<file path="src/source/sort_params.svh">
`ifndef SORT_PARAMS_SVH
`define SORT_PARAMS_SVH

// entries per item
`define SORT_N 8

// character code width
`define SORT_CHAR_W 4

// weight width, the primary sort key
`define SORT_WEIGHT_W 5

`endif

</file>
<file path="src/source/sort_pkg.sv">
`include "sort_params.svh"

package sort_pkg;

    // 4-bit character code
    typedef logic [`SORT_CHAR_W-1:0] char_t;

    // 5-bit weight
    typedef logic [`SORT_WEIGHT_W-1:0] weight_t;

    // weight in the upper bits, so the raw value already orders by weight first
    typedef struct packed {
        weight_t weight;
        char_t   character;
    } entry_t;

    // index 0 is the leftmost element, matching the bus packing at the top
    typedef entry_t [0:`SORT_N-1] entry_vec_t;

endpackage

</file>
<file path="src/source/sort_lane_if.sv">
`timescale 1ns/1ps

interface sort_lane_if;
    import sort_pkg::*;

    // one item per cycle while valid is high
    logic       valid;
    entry_vec_t entries;

    modport src (
        output valid,
        output entries
    );

    modport dst (
        input valid,
        input entries
    );

endinterface

</file>
<file path="src/source/sort_cas.sv">
`timescale 1ns/1ps

module sort_cas (
    input  sort_pkg::entry_t a,
    input  sort_pkg::entry_t b,
    output sort_pkg::entry_t hi,
    output sort_pkg::entry_t lo
);
    import sort_pkg::*;

    logic    a_first;
    weight_t wa;
    weight_t wb;
    char_t   ca;
    char_t   cb;

    assign wa = a.weight;
    assign wb = b.weight;
    assign ca = a.character;
    assign cb = b.character;

    // heavier first, then higher code; a full tie keeps a on top
    assign a_first = (wa > wb) || ((wa == wb) && (ca >= cb));

    assign hi = a_first ? a : b;
    assign lo = a_first ? b : a;

endmodule

</file>
<file path="src/source/sort_capture.sv">
`timescale 1ns/1ps
`include "sort_params.svh"

module sort_capture (
    input  logic                                clk,
    input  logic                                arst_n,
    input  logic                                in_valid,
    input  logic [`SORT_N*`SORT_CHAR_W-1:0]     in_character,
    input  logic [`SORT_N*`SORT_WEIGHT_W-1:0]   in_weight,
    sort_lane_if.src                            lane
);
    import sort_pkg::*;

    entry_vec_t unpacked;

    // entry 0 comes from the top field of each bus
    always_comb begin
        for (int i = 0; i < `SORT_N; i++) begin
            unpacked[i].character =
                in_character[(`SORT_N-1-i)*`SORT_CHAR_W +: `SORT_CHAR_W];
            unpacked[i].weight =
                in_weight[(`SORT_N-1-i)*`SORT_WEIGHT_W +: `SORT_WEIGHT_W];
        end
    end

    always_ff @(posedge clk or negedge arst_n) begin
        if (!arst_n) begin
            lane.valid   <= 1'b0;
            lane.entries <= '0;
        end else begin
            lane.valid   <= in_valid;
            // loads every cycle, qualified downstream by valid
            lane.entries <= unpacked;
        end
    end

endmodule

</file>
<file path="src/source/sort_half_sorter.sv">
`timescale 1ns/1ps
`include "sort_params.svh"

module sort_half_sorter (
    input  logic     clk,
    input  logic     arst_n,
    sort_lane_if.dst up,
    sort_lane_if.src down
);
    import sort_pkg::*;

    entry_t l1     [`SORT_N];
    entry_t l2     [`SORT_N];
    entry_t sorted [`SORT_N];

    // ==================================================
    // four-entry odd-even merge sort, one per half
    // ==================================================
    for (genvar h = 0; h < 2; h++) begin : g_half
        localparam int base = 4 * h;

        // layer 1, adjacent pairs
        sort_cas u_l1_a (
            .a  (up.entries[base+0]),
            .b  (up.entries[base+1]),
            .hi (l1[base+0]),
            .lo (l1[base+1])
        );
        sort_cas u_l1_b (
            .a  (up.entries[base+2]),
            .b  (up.entries[base+3]),
            .hi (l1[base+2]),
            .lo (l1[base+3])
        );

        // layer 2, merge the sorted pairs
        sort_cas u_l2_a (
            .a  (l1[base+0]),
            .b  (l1[base+2]),
            .hi (l2[base+0]),
            .lo (l2[base+2])
        );
        sort_cas u_l2_b (
            .a  (l1[base+1]),
            .b  (l1[base+3]),
            .hi (l2[base+1]),
            .lo (l2[base+3])
        );

        // layer 3, only the middle pair can still be out of order
        sort_cas u_l3 (
            .a  (l2[base+1]),
            .b  (l2[base+2]),
            .hi (sorted[base+1]),
            .lo (sorted[base+2])
        );

        assign sorted[base+0] = l2[base+0];
        assign sorted[base+3] = l2[base+3];
    end

    // ==================================================
    // stage register
    // ==================================================
    always_ff @(posedge clk or negedge arst_n) begin
        if (!arst_n) begin
            down.valid   <= 1'b0;
            down.entries <= '0;
        end else begin
            down.valid <= up.valid;
            for (int i = 0; i < `SORT_N; i++) begin
                down.entries[i] <= sorted[i];
            end
        end
    end

endmodule

</file>
<file path="src/source/sort_merger.sv">
`timescale 1ns/1ps
`include "sort_params.svh"

module sort_merger (
    input  logic                            clk,
    input  logic                            arst_n,
    sort_lane_if.dst                        up,
    output logic                            out_valid,
    output logic [`SORT_N*`SORT_CHAR_W-1:0] out_character
);
    import sort_pkg::*;

    entry_t m1     [`SORT_N];
    entry_t m2     [`SORT_N];
    entry_t ranked [`SORT_N];

    logic [`SORT_N*`SORT_CHAR_W-1:0] packed_codes;

    // ==================================================
    // odd-even merge of two sorted halves
    // ==================================================

    // layer 1, entry i against entry i+4
    for (genvar i = 0; i < 4; i++) begin : g_l1
        sort_cas u_cas (
            .a  (up.entries[i]),
            .b  (up.entries[i+4]),
            .hi (m1[i]),
            .lo (m1[i+4])
        );
    end

    // layer 2
    sort_cas u_l2_a (
        .a  (m1[2]),
        .b  (m1[4]),
        .hi (m2[2]),
        .lo (m2[4])
    );
    sort_cas u_l2_b (
        .a  (m1[3]),
        .b  (m1[5]),
        .hi (m2[3]),
        .lo (m2[5])
    );

    assign m2[0] = m1[0];
    assign m2[1] = m1[1];
    assign m2[6] = m1[6];
    assign m2[7] = m1[7];

    // layer 3, neighbours 1-2, 3-4, 5-6
    for (genvar j = 0; j < 3; j++) begin : g_l3
        sort_cas u_cas (
            .a  (m2[2*j+1]),
            .b  (m2[2*j+2]),
            .hi (ranked[2*j+1]),
            .lo (ranked[2*j+2])
        );
    end

    assign ranked[0] = m2[0];
    assign ranked[7] = m2[7];

    // rank 0 lands in the top nibble, weights dropped
    always_comb begin
        packed_codes = '0;
        for (int r = 0; r < `SORT_N; r++) begin
            packed_codes[(`SORT_N-1-r)*`SORT_CHAR_W +: `SORT_CHAR_W] = ranked[r].character;
        end
    end

    // ==================================================
    // output register
    // ==================================================
    always_ff @(posedge clk or negedge arst_n) begin
        if (!arst_n) begin
            out_valid     <= 1'b0;
            out_character <= '0;
        end else begin
            out_valid     <= up.valid;
            out_character <= packed_codes;
        end
    end

endmodule

</file>
<file path="src/source/sort_top.sv">
`timescale 1ns/1ps
`include "sort_params.svh"

module sort_top (
    input  logic                              clk,
    input  logic                              arst_n,
    input  logic                              in_valid,
    input  logic [`SORT_N*`SORT_CHAR_W-1:0]   in_character,
    input  logic [`SORT_N*`SORT_WEIGHT_W-1:0] in_weight,
    output logic                              out_valid,
    output logic [`SORT_N*`SORT_CHAR_W-1:0]   out_character
);

    // ==================================================
    // stage lanes
    // ==================================================
    sort_lane_if cap_lane ();
    sort_lane_if half_lane ();

    // ==================================================
    // pipeline, 3 cycles from in_valid to out_valid
    // ==================================================

    // capture and unpack
    sort_capture u_capture (
        .clk          (clk),
        .arst_n       (arst_n),
        .in_valid     (in_valid),
        .in_character (in_character),
        .in_weight    (in_weight),
        .lane         (cap_lane.src)
    );

    // sort each group of four
    sort_half_sorter u_half_sorter (
        .clk    (clk),
        .arst_n (arst_n),
        .up     (cap_lane.dst),
        .down   (half_lane.src)
    );

    // merge halves and pack codes
    sort_merger u_merger (
        .clk           (clk),
        .arst_n        (arst_n),
        .up            (half_lane.dst),
        .out_valid     (out_valid),
        .out_character (out_character)
    );

endmodule

</file>
<file path="config.mk">
export PLATFORM = sky130hd
export DESIGN_NAME = sort_top
export DESIGN_NICKNAME = d
export VERILOG_FILES = /design/src/source/sort_pkg.sv /design/src/source/sort_lane_if.sv /design/src/source/sort_cas.sv /design/src/source/sort_capture.sv /design/src/source/sort_half_sorter.sv /design/src/source/sort_merger.sv /design/src/source/sort_top.sv
export VERILOG_INCLUDE_DIRS = /design/src /design/src/source
export SDC_FILE = /design/constraint.sdc
export NUM_CORES = 1
export LEC_CHECK = 0
export BUFFER_PORTS_ARGS = -buffer_cell sky130_fd_sc_hd__buf_2
export CAP_MARGIN = 20
export CORE_MARGIN = 4
export CORE_UTILIZATION = 30
export DETAILED_ROUTE_END_ITERATION = 10
export GPL_ROUTABILITY_DRIVEN = 0
export PLACE_DENSITY_LB_ADDON = 0.08
export SLEW_MARGIN = 20
export SYNTH_ARGS = -nofsm -noshare
export SYNTH_HDL_FRONTEND = slang
export SYNTH_HIERARCHICAL = 1
export SYNTH_SLANG_ARGS = --single-unit
</file>
<file path="constraint.sdc">
create_clock -name clk -period 8.7 [get_ports clk]
set_input_delay 0 -clock clk [delete_from_list [all_inputs] [get_ports clk]]
set_output_delay 0 -clock clk [all_outputs]
set_load 0.01 [all_outputs]
</file>
**After elaboration in Yosys (flattened, before gate mapping)**

Cells that the tools add are included.
W data, S select, Z words.

- Order comparisons: 38
- Eq/ne operators: 19
- Muxes and demuxes: 38
- Reductions and logical operators: 38

Operators with widths:

| cell | count |
|---|---|
| $mux W9 | 30 |
| $eq A5 B5 Y1 | 19 |
| $gt A5 B5 Y1 | 19 |
| $ge A4 B4 Y1 | 19 |
| $mux W4 | 8 |
| $logic_and A1 B1 Y1 | 19 |
| $logic_or A1 B1 Y1 | 19 |

- Register bits: 179
- Input bits: 75
- Output and inout port bits: 33

**Logic depth before layout (Yosys ltp)**

Gate-level depths: netlist (run 1).

- Word-level depth: 12
- Gate-level depth with buffers: 21
- Gate-level depth less buffers: 18

**Cells and area by module**

The synthesis (run 1) kept the hierarchy.

By module, submodules not included:

| module | instances | cells each | area each (µm²) | sequential area each (µm²) |
|---|---|---|---|---|
| sort_cas | 19 | 51 | 506.7 | 0.0 |
| sort_capture | 1 | 73 | 1,826.8 | 1,826.8 |
| sort_half_sorter | 1 | 73 | 1,826.8 | 1,826.8 |
| sort_merger | 1 | 33 | 825.8 | 825.8 |

**Worst setup path after synthesis (run 1)**

OpenSTA, ideal clock, no wires.

- Path kind: reg2reg
- From: register u_half_sorter/down.entries[57] (netlist name)
- To: register u_merger.out_character[4]
- Data arrival time: 4.808 ns
- Required time: 8.575 ns
- Setup slack: 3.767 ns
- Stages on the path, launching flop included: 17
- Path buffers: 3
- Period minus slack after synthesis: 4.933 ns
- Cell sequence: dfrtp_1 > ha_1 > a211o_1 > o32ai_4 > buf_12 > mux2_4 > inv_1 > ha_1 > a211o_1 > o32ai_4 > buf_12 > mux2_4 > ha_1 > a211o_1 > o32ai_4 > buf_12 > mux2_4

RTL lines:

| what | RTL line | source |
|---|---|---|
| end signal: assignment | sort_merger.sv:82 | `out_character <= packed_codes;` |
| end: declaration | sort_merger.sv:9 | `` output logic [`SORT_N*`SORT_CHAR_W-1:0] out_character `` |

==> impl_metrics.env, run 1 <==
export IMPL_status="finished clean"
export IMPL_drtIter0Drc=255
export IMPL_drive_above_1_share_pct=36.93
export IMPL_numPlacedInstances=1783
export IMPL_rsz0062_at_grt="false"
export IMPL_grt_usage_pct=14.86
export IMPL_dp_hpwl_um=27780
export IMPL_setup_viol=0
export IMPL_startpoint_type="flop"
export IMPL_slew_viol_final=0
export IMPL_layout_common_cells="inv_1, dfrtp_1, ha_1"
export IMPL_dpl_instance_area_sq_mm=0.01446
export IMPL_clockBufferDepth=2
export IMPL_worstPathRequired_ns=9.08
export IMPL_setup_slack_ns=2.678
export IMPL_final_period_utilization_pct=69.22
export IMPL_ff2ff_setup_slack_ns=2.68
export IMPL_clk_latency_ns=0.49
export IMPL_dieArea_sq_mm=0.04861
export IMPL_core_area_sq_mm=0.04441
export IMPL_diodes=0
export IMPL_synth_cells=1102
export IMPL_grt_first_pass_wirelength_um=52990
export IMPL_fin_nets=1530
export IMPL_cp_end_kind="flop"
export IMPL_die_w_um=220.5
export IMPL_tightest_slew_ns=0.9828
export IMPL_regArea_sq_mm=0.004479
export IMPL_min_period_ns=6.022
export IMPL_place_ws_ns=2.618
export IMPL_grt_max_degree=105
export IMPL_cts_repair_resized=0
export IMPL_cts_setup_buffers=0
export IMPL_ios=108
export IMPL_initial_core_util_pct=30.50
export IMPL_drtAntennaViolNets=0
export IMPL_maxSlewHeadroom_pct=34.48
export IMPL_multiInputGateArea_sq_mm=0.007971
export IMPL_fin_setup_tns_ns=0
export IMPL_port_buffers=107
export IMPL_clk_pin_slew_ns=0.07
export IMPL_dr_pass1_iters=4
export IMPL_avgSynthCellArea_sq_um=12.29
export IMPL_path_class="reg -> reg"
export IMPL_grt_pass1_vias=8914
export IMPL_max_freq_ghz=0.1661
export IMPL_routed_wl_um=34150
export IMPL_fillerInstances=4426
export IMPL_stdcell_count=1889
export IMPL_arrival_ns=6.40
export IMPL_vias_per_cell=4.462
export IMPL_die_y_um=220.5
export IMPL_area_growth_pct=16.39
export IMPL_syn_nets=1348
export IMPL_fin_skew_ns=0.01065
export IMPL_hp_class="in -> async"
export IMPL_wl_per_cell_um=18.08
export IMPL_cts_num_sinks=179
export IMPL_grt_overflow=0
export IMPL_numCtsBuffers=17
export IMPL_vias=8428
export IMPL_path_max_fanout=16
export IMPL_remaining_drc_errors=0
export IMPL_finalHoldViolCount=0
export IMPL_antenna_found_initial=1
export IMPL_finish_instance_area_sq_mm=0.01576
export IMPL_final_common_cell="inv_1"
export IMPL_num_rows=77
export IMPL_yosysWarnings=6
export IMPL_cts_tree="done"
export IMPL_max_cap_viol_count=0
export IMPL_cts_hold_buf=74
export IMPL_cts_max_level=4
export IMPL_syn_cell_area_sq_mm=0.01354
export IMPL_clockRootBuffer="clkbuf_16"
## layout make-up
type                    count  share of cell area [%]
clock inverters            12                  0.6747
multi-input cells         714                   50.57
inverters                 190                   4.524
clock buffers              20                   2.897
flip-flops and latches    179                   28.41
well taps                 592                   4.699
repair buffers            182                   8.223
## flip-flops by register name, indices dropped and copies added (netlist names)
name / flops
u_merger/out_valid: 1
u_half_sorter/down.entries: 72
u_half_sorter/down.valid: 1
u_merger/out_character: 32
u_capture/lane.valid: 1
u_capture/lane.entries: 72
## stage by stage
step	hold WS, ns	utilization (%)
2_1_floorplan	-0.2956	-
3_3_place_gp	0.1074	32.55
3_5_place_dp	0.1093	32.55
4_1_cts	0.09707	35.48
5_1_grt	0.1099	35.49
6_report	0.1470	35.49
## worst max-delay path: stages, from the launching register on
cell and delay, ns:
dfrtp_1 0.39, ha_1 0.33, a211o_1 0.33, o32ai_4 0.81, mux2_2 0.46, ha_1 0.32
a211o_1 0.33, o32ai_4 0.77, mux2_4 0.37, inv_1 0.06, ha_1 0.23, a211o_1 0.33
o32ai_4 0.77, mux2_2 0.42
## worst paths after layout
path	from	cells past startpoint	end
max in group asynchronous	arst_n	3	u_capture/lane.entries[18]
worst max register to register	u_capture/lane.entries[30]	13	u_half_sorter/down.entries[21]
worst min register to register	u_capture/lane.valid	0	u_half_sorter/down.valid
worst min-delay path	arst_n	2	u_merger/out_character[7]
worst max-delay path	u_capture/lane.entries[30]	13	u_half_sorter/down.entries[21]
min in group clk	in_weight[4]	2	u_capture/lane.entries[8]
## per-layer routing
| metal | GRT usage (%) | vias up | share of wire, % |
|---|---|---|---|
| met5 | 0 | - | 0.047 |
| met4 | 5.003 | 2 | 2.1 |
| met3 | 3.516 | 28 | 3.4 |
| met2 | 24.04 | 105 | 47 |
| met1 | 19.57 | 4046 | 47 |
| li1 | - | 4247 | - |
Power of run 1 is left out: the tool's default activity adds up to more than one toggle a clock period on the data nets, which glitch-free logic cannot reach.
==> inputs of run 2 (changes only) <==
- clock period: 8.7 -> 5.3 ns (I/O delays scaled with it)
==> run 2 against run 1 <==
Sequential cell count is the same. Critical path type unchanged. Cell area grew 3.2%. Via count is 1.1% higher. Critical path depth rose by 7. Non-clock buffer count grew 51. Core utilization up 1.1 points. Largest cell class unchanged. Fmax is 18% higher. Worst setup slack lost 2.5 ns. Sequential share of layout area is 0.87 points lower. Die area is the same.
==> impl_metrics.env, run 2 (synthesis results as in run 1) <==
export IMPL_dieArea_sq_mm=0.04861
export IMPL_stdcell_count=1939
export IMPL_drtAntennaViolNets=0
export IMPL_clk_latency_ns=0.50
export IMPL_area_growth_pct=20.08
export IMPL_initial_core_util_pct=30.50
export IMPL_setup_viol=0
export IMPL_drive_above_1_share_pct=39.35
export IMPL_die_w_um=220.5
export IMPL_cp_end_kind="flop"
export IMPL_dp_hpwl_um=27660
export IMPL_final_common_cell="inv_1"
export IMPL_fin_skew_ns=0.01755
export IMPL_diodes=0
export IMPL_worstPathRequired_ns=5.67
export IMPL_clockRootBuffer="clkbuf_16"
export IMPL_antenna_found_initial=0
export IMPL_grt_pass1_vias=8831
export IMPL_core_area_sq_mm=0.04441
export IMPL_fin_nets=1581
export IMPL_path_max_fanout=11
export IMPL_clk_pin_slew_ns=0.07
export IMPL_dr_pass1_iters=4
export IMPL_die_y_um=220.5
export IMPL_grt_overflow=0
export IMPL_cts_num_sinks=179
export IMPL_layout_common_cells="inv_1, dfrtp_1, ha_1"
export IMPL_cts_max_level=4
export IMPL_arrival_ns=5.48
export IMPL_place_ws_ns=0.05667
export IMPL_drtIter0Drc=333
export IMPL_final_period_utilization_pct=96.51
export IMPL_status="finished clean"
export IMPL_grt_usage_pct=14.44
export IMPL_wl_per_cell_um=17.19
export IMPL_clockBufferDepth=2
export IMPL_hp_class="in -> async"
export IMPL_ios=108
export IMPL_grt_first_pass_wirelength_um=51690
export IMPL_vias_per_cell=4.395
export IMPL_numPlacedInstances=1812
export IMPL_tightest_slew_ns=0.7661
export IMPL_grt_max_degree=89
export IMPL_setup_slack_ns=0.1848
export IMPL_numCtsBuffers=17
export IMPL_fillerInstances=4363
export IMPL_fin_setup_tns_ns=0
export IMPL_cts_tree="done"
export IMPL_startpoint_type="flop"
export IMPL_max_freq_ghz=0.1955
export IMPL_vias=8521
export IMPL_slew_viol_final=0
export IMPL_top_regs="u_capture/lane.entries (72), u_half_sorter/down.entries (72), u_merger/out_character (32)"
export IMPL_maxSlewHeadroom_pct=48.93
export IMPL_path_class="reg -> reg"
export IMPL_max_cap_viol_count=0
export IMPL_port_buffers=107
export IMPL_remaining_drc_errors=0
export IMPL_min_period_ns=5.115
export IMPL_finalHoldViolCount=0
export IMPL_num_rows=77
export IMPL_routed_wl_um=33340
[run 2: cell count changes in the layout (fill, tap and decap cells not counted)]
cell	delta
buf_4	+45
buf_12	+6
clkinv_2	-5
inv_6	+4
a21oi_1	-1
a21oi_2	+1
buf_6	-1
buf_8	+1
bufinv_16	+1
clkinv_4	-1
clkinvlp_4	-1
inv_8	+1
[run 2: worst paths after layout]
| path | slack, ns | endpoint | cells past startpoint | startpoint |
|---|---|---|---|---|
| min | 0.09 | u_merger/out_character[0] | 2 | arst_n |
| max reg2reg | 0.18 | u_merger/out_character[25] | 20 | u_half_sorter/down.entries[49] |
| max | 0.18 | u_merger/out_character[25] | 20 | u_half_sorter/down.entries[49] |
| max in group asynchronous | 3.96 | u_merger/out_character[11] | 3 | arst_n |
| min in group clk | 0.13 | u_capture/lane.entries[60] | 2 | in_weight[32] |
| min reg2reg | 0.35 | u_half_sorter/down.valid | 0 | u_capture/lane.valid |
[run 2: area by class of cell]
cell class | count | area (sq um) | share of cell area [%]
inverters | 190 | 713.2 | 4.385
clock inverters | 11 | 141.4 | 0.8693
multi-input cells | 714 | 7975 | 49.03
flip-flops and latches | 179 | 4479 | 27.54
repair buffers | 233 | 1758 | 10.81
clock buffers | 20 | 456.7 | 2.808
well taps | 592 | 740.7 | 4.554
[run 2: stage by stage]
step | area, sq um | util, % | hold WS, ns
final | 16260 | 36.62 | 0.09283
after global routing | 16260 | 36.62 | 0.1083
after CTS | 16050 | 36.14 | 0.08675
after detailed placement | 14710 | 33.12 | 0.08885
after global placement | 14710 | 33.12 | 0.09180
after floorplan | 13540 | - | -0.2956
[run 2: critical path, cell delays in order, from the launching register on]
cell     delay [ns]
dfrtp_1        0.46
inv_1          0.07
ha_1           0.28
inv_1          0.05
a211o_1        0.29
o32ai_4        0.34
buf_4          0.24
mux2_2         0.38
ha_1           0.30
nand4_2        0.19
o32ai_4        0.30
buf_4          0.25
buf_4          0.20
mux2_4         0.30
inv_1          0.07
ha_1           0.25
a21oi_1        0.15
o21ai_1        0.16
o32ai_4        0.11
buf_4          0.22
mux2_2         0.35
[run 2: per-layer routing]
layer | track usage [%] | vias up | wire [um]
met2 | 23.12 | 93 | 15500
met5 | 0 | - | 0
met3 | 3.433 | 21 | 1047
met1 | 19.57 | 4067 | 16350
li1 | - | 4340 | -
met4 | 3.998 | 0 | 440
[run 2: what timing repair did]
action	CTS	global route
endpoints found under the setup margin	0	56
endpoints found under the hold margin	159	0
hold buffers	74	0
buffers inserted	0	22
gates resized for setup	0	3
Power of run 2 is left out for the same reason.
